[config.mk]
export PLATFORM = sky130hd
export DESIGN_NAME = panel_loader
export DESIGN_NICKNAME = d
export VERILOG_FILES = /design/src/source/mera_pkg.sv /design/src/source/panel_loader.sv
export VERILOG_INCLUDE_DIRS = /design/src /design/src/source
export SDC_FILE = /design/constraint.sdc
export NUM_CORES = 1
export LEC_CHECK = 0
export ABC_CLOCK_PERIOD_IN_PS = 1700
export BUFFER_PORTS_ARGS = -buffer_cell sky130_fd_sc_hd__buf_2
export CAP_MARGIN = 20
export CORE_MARGIN = 2
export CORE_UTILIZATION = 44
export DETAILED_ROUTE_END_ITERATION = 6
export GPL_ROUTABILITY_DRIVEN = 0
export PLACE_DENSITY_LB_ADDON = 0.15
export SYNTH_ARGS = -nofsm -noshare
export SYNTH_HDL_FRONTEND = slang
export SYNTH_SLANG_ARGS = --single-unit
[constraint.sdc]
create_clock -name got -period 1.7 [get_ports got]
set_input_delay 0.255 -clock got [delete_from_list [all_inputs] [get_ports got]]
set_output_delay 0.255 -clock got [all_outputs]
set_load 0.03 [all_outputs]
[src/source/px_cfg.svh]
/* P-X configuration
   Word and bus widths, memory size and bus alarm timeout */

`ifndef PX_CFG_SVH
`define PX_CFG_SVH

// Data word width
`define WORD_W 16

// System bus address width
`define ADDR_W 12

// Words physically present, higher addresses get no OK
`define MEM_WORDS 256

// Cycles a master waits for OK before alarm
`define ALARM_CYCLES 32

`endif
[src/source/mera_pkg.sv]
/* MERA-400 shared types
   Cycle states, opcodes and the two-view instruction word */

`default_nettype none

`include "px_cfg.svh"

package mera_pkg;

	// Timeout counter width, shared by both bus masters
	localparam int alarm_w = $clog2(`ALARM_CYCLES + 1);
	// Memory index width
	localparam int mem_aw = $clog2(`MEM_WORDS);

	typedef enum logic [2:0] {
		STOP,	// Idle, waiting for start
		P1,	// Instruction fetch
		P4,	// Decode
		WM,	// Long form memory access
		WE,	// Execute
		HALT,	// Normal stop
		ALARM	// Stopped on bus failure
	} cycle_state_t;

	typedef enum logic [3:0] {
		LW = 4'h1,	// Load accumulator
		RW = 4'h2,	// Store accumulator
		AW = 4'h3,	// Add to accumulator
		SHORT = 4'hf	// Short form group
	} opcode_t;

	typedef enum logic [3:0] {
		IRB = 4'h0,	// Increment by immediate
		HLT = 4'h1	// Halt
	} short_op_t;

	typedef union packed {
		struct packed {
			opcode_t op;
			logic [`ADDR_W-1:0] addr;	// Memory argument
		} long_f;
		struct packed {
			opcode_t op;
			short_op_t sop;
			logic [7:0] imm;	// Unsigned immediate
		} short_f;
	} instr_word_t;

endpackage

`default_nettype wire

[src/source/panel_loader.sv]
/* Front panel loader
   Second bus master, writes one loaded word per beat into memory */

`timescale 1ns/10ps
`default_nettype none

`include "px_cfg.svh"

module panel_loader (
	input logic got,
	input logic clo_,
	input logic load_valid,	// One beat starts a write
	input logic [`ADDR_W-1:0] load_addr,
	input logic [`WORD_W-1:0] load_data,
	input logic zw,
	input logic ok,
	output logic load_ready,
	output logic zg,
	output logic [`ADDR_W-1:0] ad,
	output logic w,
	output logic [`WORD_W-1:0] dt
);

	localparam int unsigned alarm_last = `ALARM_CYCLES - 1;

	logic [mera_pkg::alarm_w-1:0] cnt;

	assign load_ready = !zg;	// Idle while not requesting
	assign w = 1'b1;	// Panel only writes

	always_ff @(posedge got or negedge clo_) begin
		if (!clo_) begin
			zg <= 1'b0;
			cnt <= '0;
		end else if (!zg) begin
			if (load_valid) begin
				zg <= 1'b1;
				cnt <= '0;
			end
		end else if (zw && ok) begin
			zg <= 1'b0;
		end else if (cnt == alarm_last[mera_pkg::alarm_w-1:0]) begin
			zg <= 1'b0;	// Absent address, let go of the bus
		end else begin
			cnt <= cnt + 1'b1;
		end
	end

	always_ff @(posedge got) begin
		if (!zg && load_valid) begin
			ad <= load_addr;
			dt <= load_data;
		end
	end

endmodule

`default_nettype wire

==> qor.csv, run 1 <==
stage;metric;value;unit
power_and_ir_drop;leakage power;0.753;nW
floorplan;core box area;2730;µm²
timing;final period utilization;0.784;
power_and_ir_drop;clock power share;0.261;
setup_path;flop-to-flop setup slack;0.37;ns
detailed_routing;DRT Pass-1 Iters;3;
clock_network;Clk Latency, worst-skew pair;0.33;ns
floorplan;Die Area;3310;µm²
hold_path;Worst Hold Path Cells;1;
clock_network;Post-CTS Setup Inserts;0;
clock_network;CTS H-tree lvls;2;
logic_synthesis;Synth Register Bits;35;
setup_path;worst r2r src;cnt[0];
detailed_routing;DR WL/cell;13.1;µm
detailed_routing;via/cell ratio;4.75;
setup_path;R2R cell count;4;
timing;fin crit period;1.33;ns
timing;Setup Skew;0.00656;ns
job;max cap viols;0;
logic_synthesis;mapped cell area;1260;µm²
setup_path;Worst Path Required;1.96;ns
floorplan;Horiz. Die Dim;57.5;µm
floorplan;row count;19;
final_layout;Reg area;1020;µm²
detailed_routing;DRC Markers;0;
clock_network;CTS tree;done;
final_layout;Fill cells;214;
clock_network;Root Buffer;clkbuf_4;
timing;max-slew violation count;0;
hold_path;Hold Path Sink;ad[8];
logic_synthesis;Mapped Cells;72;
clock_network;clk slew on worst S/H paths;0.11;ns
final_layout;post-route design area;1710;µm²
hold_path;Worst Hold Class;input port to flip-flop;
global_routing;total grt overflow;0;
global_routing;largest net degree at the start of global routing;30;
power_and_ir_drop;Tot Pwr;0.00219;W
power_and_ir_drop;switching share of power;0.301;
setup_path;Crit Path Class;flip-flop to flip-flop;
setup_path;Critical Path Source Type;flip-flop;
logic_synthesis;distinct cell type count after synthesis;26;
final_layout;ANT cells;0;
final_layout;Area growth, synth to finish;35.8;%
setup_path;Reg2Reg Capture Point;cnt[0];
detailed_routing;final wirelength;2280;µm
power_and_ir_drop;Comb pwr share;0.225;
timing;fmax;750;MHz
power_and_ir_drop;Switching Power;0.000659;W
power_and_ir_drop;Seq pwr share;0.514;
clock_network;Num CTS Buffers;5;
detailed_routing;DR iter-0 viols;20;
global_routing;vias in the first global route;787;
timing;setup TNS;0;ns
logic_synthesis;sequential area share after synthesis;0.806;
power_and_ir_drop;peak supply drop;0.000829;V
global_routing;first-pass GRT wire length;3520;µm
logic_synthesis;Avg Cell Area, Syn;17.5;µm²
place;I/O Buffers;62;
power_and_ir_drop;Power Dens Cells;1280;nW/µm²
setup_path;crit end category;flip-flop;
timing;final hold viol count;0;
detailed_routing;Via Count;826;
clock_network;Max Root-Sink Buffers;2;
power_and_ir_drop;Cell Int Power;0.00153;W
setup_path;CP max FO;6;
logic_synthesis;Syn. warnings;0;
timing;WHS;0.0949;ns
place;Detailed Place HPWL;1690;µm
timing;final setup fails;0;
place;placed cell areas;1630;µm²
floorplan;Initial Util;0.461;
status;status;finished, final reports clean;
global_routing;initial antenna violation count;0;
final_layout;layout cell share with drive strength beyond 1;0.517;
floorplan;Die H;57.5;µm
final_layout;Layout Nets;176;
hold_path;hold path startpoint;load_addr[8];
detailed_routing;post-route ant nets;0;
clock_network;total clock sinks;35;
floorplan;IO Count;64;
timing;RSZ-0062 raised after global routing;no;
logic_synthesis;Net Count, Synth;106;
setup_path;critical path arrival;1.59;ns
final_layout;area of the multi-input gates;218;µm²
global_routing;gr usage total;0.149;
cells in the mapped netlist:
cell      number  area [µm²]
nand3_1        1        5.00
nor2_1         1        3.75
edfxtp_1      28         841
a21bo_1        1        10.0
nand4_1        1        6.26
nand2_1        7        26.3
o2111a_1       1        11.3
nand2b_1       1        6.26
dfrtp_1        7         175
inv_1          5        18.8
buf_4          1        7.51
a21oi_1        3        15.0
a31o_1         1        8.76
conb_1         1        3.75
nor3_1         1        5.00
o21ai_0        1        5.00
mux2i_1        2        20.0
a21boi_4       1        18.8
nor4b_2        1        15.0
nand3b_1       1        7.51
a31oi_1        1        6.26
a41oi_1        1        8.76
ha_1           1        12.5
a211oi_1       1        7.51
and3_1         1        6.26
o21ai_2        1        8.76
flip-flops by register name, indices dropped and copies added, names as in the netlist:
register  cells
cnt           6
ad           12
zg            1
dt           16
placed cells by master (no fill, tap or decap), types with 2 or more instances in the layout:
| master | Yosys | final |
|---|---|---|
| a21oi_1 | 3 | 3 |
| buf_2 | 0 | 62 |
| clkbuf_4 | 0 | 5 |
| dfrtp_1 | 7 | 7 |
| edfxtp_1 | 28 | 28 |
| inv_1 | 5 | 4 |
| mux2i_1 | 2 | 2 |
| nand2_1 | 7 | 7 |
kinds of logic after synthesis:
family,count (synthesis),synth area share
AO/OA/AOI/OAI,12,0.0794
adder cells (fa/ha/maj),1,0.00993
buffers and inverters,6,0.0209
flip-flops,35,0.806
multiplexers,2,0.0159
other,1,0.00298
AND/OR/NAND/NOR,15,0.0645
power by group through the flow:
stage | logic, W | clock network [W] | registers (W)
2_1_floorplan | 0.000192 | 0 | 0.00128
3_3_place_gp | 0.000483 | 0 | 0.00114
3_5_place_dp | 0.000499 | 0 | 0.00114
4_1_cts | 0.000500 | 0.000590 | 0.00113
5_1_grt | 0.000536 | 0.000624 | 0.00114
6_report | 0.000492 | 0.000572 | 0.00113
how the worst max path moves through the flow:
stage / slack [ns] / cells past startpoint / to / startpoint
after floorplan: 0.06 / 2 / ad[0] / zg
after global placement: 0.41 / 3 / ad[3] / zg
after detailed placement: 0.38 / 4 / cnt[3] / zg
after CTS: 0.35 / 4 / cnt[3] / zg
after global routing: 0.25 / 4 / cnt[3] / zg
final: 0.37 / 4 / cnt[0] / cnt[0]
final cells by class:
type,instances,area share
Clock buffer,5,0.0219
Clock inverter,3,0.0227
Inverter,5,0.0132
Multi-Input combinational cell,31,0.127
Sequential cell,35,0.594
Tap cell,31,0.0227
Timing Repair Buffer,64,0.199
stage by stage:
stage / std cells / utilization / setup slack, ns
4_1_cts: 174 / 0.626 / 0.354
3_3_place_gp: 165 / 0.595 / 0.410
5_1_grt: 174 / 0.626 / 0.249
6_report: 174 / 0.626 / 0.367
3_5_place_dp: 165 / 0.595 / 0.378
2_1_floorplan: 72 / - / 0.0568
critical path: stages, from the launching register on:
cell and delay (ns):
dfrtp_1 0.40, ha_1 0.29, nand2_1 0.12, o21ai_2 0.23
mux2i_1 0.22
timing repair:
item / 4_1_cts / 5_1_grt
resized for setup: 0 / 0
hold endpoints to repair: 7 / 0
endpoints found under the setup margin: 0 / 0
hold buffers: 1 / 0
routing by layer:
metal  up-vias  wire length, µm  global-route usage
li1        413                -                   -
met1       371              890               0.168
met2        37             1160               0.242
met3         5              197              0.0658
met4         0               34              0.0698
met5         -                0                   0
Power figures use the tool's default switching activity.
==> run 2: changes to the inputs <==
--- a/config.mk
+++ b/config.mk
@@ -6,11 +6,11 @@
 export SDC_FILE = /design/constraint.sdc
 export NUM_CORES = 1
 export LEC_CHECK = 0
-export ABC_CLOCK_PERIOD_IN_PS = 1700
+export ABC_CLOCK_PERIOD_IN_PS = 1200
 export BUFFER_PORTS_ARGS = -buffer_cell sky130_fd_sc_hd__buf_2
 export CAP_MARGIN = 20
 export CORE_MARGIN = 2
-export CORE_UTILIZATION = 44
+export CORE_UTILIZATION = 39
 export DETAILED_ROUTE_END_ITERATION = 6
 export GPL_ROUTABILITY_DRIVEN = 0
 export PLACE_DENSITY_LB_ADDON = 0.15
==> constraint.sdc (replaced) <==
create_clock -name got -period 1.2 [get_ports got]
set_input_delay 0.18 -clock got [delete_from_list [all_inputs] [get_ports got]]
set_output_delay 0.18 -clock got [all_outputs]
set_load 0.03 [all_outputs]
==> qor.csv, run 2 (same netlist as run 1, synthesis figures left out) <==
stage;metric;value;unit
place;I/O Buffers;62;
hold_path;Worst Hold Class;input port to flip-flop;
detailed_routing;met3 wire len;197;µm
floorplan;Horiz. Die Dim;60.8;µm
setup_path;CP max-delay cell;dfrtp_1;
power_and_ir_drop;Seq pwr share;0.513;
setup_path;critical path arrival;1.47;ns
setup_path;worst path cell trace;nand3b_1 -> buf_4 -> nor4b_4 -> a31o_1;
timing;WHS;0.0263;ns
floorplan;core box area;3050;µm²
setup_path;Critical Path Source Type;flip-flop;
status;status;finished with violations;
clock_network;Root Buffer;clkbuf_4;
final_layout;number of flip-flops in the largest register;16;
final_layout;Largest regs;dt (16), ad (12), cnt (6);
timing;RSZ-0062 raised after global routing;yes;
timing;final setup fails;1;
global_routing;total grt overflow;0;
final_layout;Fill cells;272;
final_layout;ANT cells;0;
setup_path;Largest delay share family, worst path;simple AND/OR/NAND/NOR gates;
final_layout;most frequent cells in the layout;buf_2, edfxtp_1, dlygate4sd3_1, buf_4;
final_layout;Most flops, register;dt;
final_layout;most common cell after layout, fill and taps aside;buf_2;
power_and_ir_drop;switching share of power;0.313;
detailed_routing;post-route ant nets;0;
setup_path;Bufs and invs on worst path;1;
clock_network;Clk Latency, worst-skew pair;0.32;ns
global_routing;largest net degree at the start of global routing;18;
clock_network;total clock sinks;35;
floorplan;Die H;60.8;µm
floorplan;Initial Util;0.413;
setup_path;Worst Path Required;1.46;ns
timing;fin crit period;1.20;ns
setup_path;CP max FO;2;
job;max cap viols;0;
floorplan;Die Area;3700;µm²
power_and_ir_drop;peak supply drop;0.000874;V
clock_network;CTS H-tree lvls;2;
timing;PnR worst setup slack;-0.000804;ns
final_layout;Area growth, synth to finish;54.1;%
final_layout;final core occ;0.636;
power_and_ir_drop;clock power share;0.186;
timing;final period utilization;1.00;
timing;Setup Skew;0.00286;ns
detailed_routing;highest metal used;met4;
floorplan;row count;20;
timing;final hold viol count;0;
final_layout;layout cell share with drive strength beyond 1;0.540;
detailed_routing;Metal-1 WL;975;µm
detailed_routing;DRC Markers;0;
clock_network;clk slew on worst S/H paths;0.09;ns
detailed_routing;final wirelength;2510;µm
global_routing;vias in the first global route;814;
place;dpl ws;-0.0916;ns
detailed_routing;DR WL/cell;12.1;µm
clock_network;Max Root-Sink Buffers;2;
power_and_ir_drop;Power Dens Cells;1610;nW/µm²
setup_path;crit end category;flip-flop;
final_layout;Layout Nets;196;
global_routing;initial antenna violation count;0;
clock_network;Num CTS Buffers;5;
clock_network;CTS tree;done;
status;failing checks;negative setup slack;
power_and_ir_drop;leakage power;0.855;nW
floorplan;IO Count;64;
power_and_ir_drop;Switching Power;0.000976;W
global_routing;first-pass GRT wire length;3550;µm
power_and_ir_drop;Comb pwr share;0.301;
setup_path;max incr delay on CP;0.39;ns
setup_path;Crit Path Class;flip-flop to flip-flop;
detailed_routing;met2 WL;1310;µm
detailed_routing;DR iter-0 viols;30;
power_and_ir_drop;Cell Int Power;0.00214;W
detailed_routing;via/cell ratio;4.45;
detailed_routing;Via Count;922;
detailed_routing;DRT Pass-1 Iters;4;
place;Detailed Place HPWL;1750;µm
global_routing;gr usage total;0.138;
timing;fmax;833;MHz
timing;max-slew violation count;0;
[run 2: cell count changes in the layout (fill, tap and decap cells not counted), sizes merged]
cell	delta
dlygate4sd3	+9
clkinv	-2
bufinv	-1
buf	+11
clkbuf	+3
[run 2: area by class of cell]
type,count,area (µm²),area share
multi-input combinational,31,267,0.137
sequential,35,1020,0.524
timing repair buffer,84,532,0.274
inverter,5,22.5,0.0116
tap,44,55.1,0.0284
clock buffer,8,48.8,0.0251
[run 2: path summary, 6_finish.rpt]
kind                       depth (start not counted)     startpoint     end  slack, ns
setup / recovery                                   4         cnt[5]  cnt[5]    -0.0008
hold / removal                                     1  load_data[12]  dt[12]       0.03
setup reg to reg                                   4         cnt[5]  cnt[5]    -0.0008
hold reg to reg                                    1         cnt[4]  cnt[4]       0.56
max in group asynchronous                          2           clo_      zg       0.81
min in group asynchronous                          2           clo_  cnt[2]       0.21
[run 2: layer usage]
metal,up-vias,global-route usage
met3,2,0.0576
li1,450,-
met2,41,0.243
met1,429,0.147
met4,0,0.0559
met5,-,0
[run 2: power groups by stage]
stage                     combinational [W]  sequential (W)  clock [W]
final                              0.000939         0.00160   0.000580
after global routing                0.00102         0.00162   0.000659
after CTS                          0.000859         0.00159   0.000622
after detailed placement           0.000812         0.00161          0
after global placement             0.000801         0.00159          0
after floorplan                    0.000280         0.00181          0
[run 2: what timing repair did]
| action | in CTS | in global routing |
|---|---|---|
| pin swaps | 2 | 4 |
| setup buffers | 2 | 4 |
| hold buffers | 6 | 4 |
| cloned | 0 | 0 |
| endpoints found under the setup margin | 5 | 5 |
| endpoints found under the hold margin | 12 | 4 |
| resized for setup | 3 | 6 |
[run 2: through the flow]
stage / power, W / cell area (µm²) / std cells / TNS, ns
final: 0.00312 / 1940 / 207 / -0.000804
after global routing: 0.00330 / 1940 / 207 / -0.171
after CTS: 0.00307 / 1840 / 199 / 0
after detailed placement: 0.00242 / 1700 / 183 / -0.157
after global placement: 0.00239 / 1700 / 183 / -0.00635
after floorplan: 0.00209 / 1270 / 72 / -6.63
==> run 3: changes to the inputs <==
--- a/config.mk
+++ b/config.mk
@@ -10,7 +10,8 @@
 export BUFFER_PORTS_ARGS = -buffer_cell sky130_fd_sc_hd__buf_2
 export CAP_MARGIN = 20
 export CORE_MARGIN = 2
-export CORE_UTILIZATION = 39
+export CORE_UTILIZATION = 42
+export CTS_BUF_LIST = sky130_fd_sc_hd__clkbuf_8
 export DETAILED_ROUTE_END_ITERATION = 6
 export GPL_ROUTABILITY_DRIVEN = 0
 export PLACE_DENSITY_LB_ADDON = 0.15
==> qor.csv, run 3 (same netlist as run 1, synthesis figures left out) <==
stage;metric;value;unit
detailed_routing;DR WL/cell;14.1;µm
setup_path;CP max FO;3;
detailed_routing;Via Count;890;
place;dpl ws;-0.0942;ns
timing;WHS;0.0749;ns
power_and_ir_drop;Seq pwr share;0.491;
timing;final hold viol count;0;
timing;fmax;846;MHz
status;failing checks;design-rule violations;
floorplan;Initial Util;0.449;
timing;setup TNS;0;ns
floorplan;Die Area;3450;µm²
final_layout;layout cell share with drive strength beyond 1;0.560;
timing;max-slew violation count;0;
setup_path;critical path arrival;1.38;ns
final_layout;Fill cells;213;
clock_network;CTS H-tree lvls;2;
detailed_routing;DR iter-0 viols;21;
timing;final period utilization;0.985;
floorplan;core box area;2810;µm²
final_layout;Most flops, register;dt;
clock_network;Num CTS Buffers;5;
setup_path;Worst Path Required;1.40;ns
final_layout;most common cell after layout, fill and taps aside;buf_2;
setup_path;crit end category;flip-flop;
clock_network;Root Buffer;clkbuf_8;
floorplan;IO Count;64;
detailed_routing;DRT Pass-1 Iters;7;
power_and_ir_drop;clock power share;0.236;
setup_path;Largest delay share family, worst path;flip-flops;
global_routing;first-pass GRT wire length;3660;µm
global_routing;vias in the first global route;833;
clock_network;CTS tree;done;
clock_network;Max Root-Sink Buffers;2;
final_layout;Area growth, synth to finish;44.2;%
status;status;finished with violations;
setup_path;Crit Path Class;flip-flop to flip-flop;
detailed_routing;DRC Markers;5;
timing;Setup Skew;0.00371;ns
floorplan;Horiz. Die Dim;58.8;µm
clock_network;clk slew on worst S/H paths;0.07;ns
timing;RSZ-0062 raised after global routing;yes;
final_layout;most frequent cells in the layout;buf_2, edfxtp_1, nand2_1, dfrtp_1, buf_4;
global_routing;largest net degree at the start of global routing;18;
power_and_ir_drop;leakage power;0.801;nW
global_routing;total grt overflow;0;
power_and_ir_drop;Cell Int Power;0.00225;W
setup_path;worst path cell trace;nand3b_1 -> o21ai_4 -> mux2i_1;
global_routing;initial antenna violation count;0;
final_layout;number of flip-flops in the largest register;16;
final_layout;Finished Layout Cells;181;
place;placed cell count;170;
setup_path;CP max-delay cell;dfrtp_1;
clock_network;Clk Latency, worst-skew pair;0.28;ns
detailed_routing;via/cell ratio;4.92;
final_layout;Layout Nets;183;
final_layout;Largest regs;dt (16), ad (12), cnt (6);
job;max cap viols;0;
timing;final setup fails;0;
global_routing;gr usage total;0.146;
power_and_ir_drop;peak supply drop;0.00130;V
power_and_ir_drop;Comb pwr share;0.273;
floorplan;Die H;58.8;µm
place;Detailed Place HPWL;1840;µm
power_and_ir_drop;Power Dens Cells;1790;nW/µm²
hold_path;Worst Hold Class;input port to flip-flop;
power_and_ir_drop;Switching Power;0.00100;W
detailed_routing;final wirelength;2540;µm
timing;fin crit period;1.18;ns
setup_path;Critical Path Source Type;flip-flop;
clock_network;total clock sinks;35;
place;I/O Buffers;62;
timing;PnR worst setup slack;0.0184;ns
final_layout;ANT cells;0;
floorplan;row count;19;
detailed_routing;post-route ant nets;0;
power_and_ir_drop;switching share of power;0.307;
setup_path;Bufs and invs on worst path;0;
setup_path;max incr delay on CP;0.38;ns
run 3: through the flow:
step	cell area (µm²)	utilization	power [W]
2_1_floorplan	1270	-	0.00209
3_3_place_gp	1680	0.600	0.00239
3_5_place_dp	1680	0.600	0.00243
4_1_cts	1790	0.640	0.00323
5_1_grt	1820	0.648	0.00339
6_report	1820	0.648	0.00325
run 3: power by group through the flow:
stage | Combinational (W) | Clock (W) | Sequential (W)
floorplan | 0.000280 | 0 | 0.00181
global placement | 0.000801 | 0 | 0.00159
detailed placement | 0.000826 | 0 | 0.00160
CTS | 0.000854 | 0.000785 | 0.00159
global route | 0.000945 | 0.000829 | 0.00161
finish | 0.000889 | 0.000767 | 0.00160
run 3: worst paths after layout:
| kind | from | end | slack, ns | cells after the start |
|---|---|---|---|---|
| worst min register to register | cnt[4] | cnt[4] | 0.56 | 1 |
| worst min-delay path | load_addr[8] | ad[8] | 0.07 | 1 |
| worst max-delay path | cnt[5] | cnt[1] | 0.02 | 3 |
| min in group asynchronous | clo_ | zg | 0.26 | 2 |
| worst max register to register | cnt[5] | cnt[1] | 0.02 | 3 |
| max in group asynchronous | clo_ | zg | 0.78 | 2 |
run 3: final cells by class:
type	count	area (µm²)	area share
inverter	5	22.5	0.0124
multi-input combinational	31	253	0.139
clock buffer	5	68.8	0.0379
tap	31	38.8	0.0213
timing repair buffer	71	405	0.223
clock inverter	3	11.3	0.00620
sequential	35	1020	0.560
run 3: repair_timing:
action | CTS | global route
pin swaps | 1 | 2
hold buffers | 1 | 0
setup buffers | 1 | 1
endpoints found under the setup margin | 5 | 4
resized for setup | 2 | 3
endpoints found under the hold margin | 7 | 0
run 3: routing by layer:
metal  GRT usage  vias to the layer above  wire length, µm
met5           0                        -                0
met4      0.0682                        0               19
met3      0.0440                        2              199
met2       0.249                       38             1290
met1       0.167                      425             1040
li1            -                      425                -
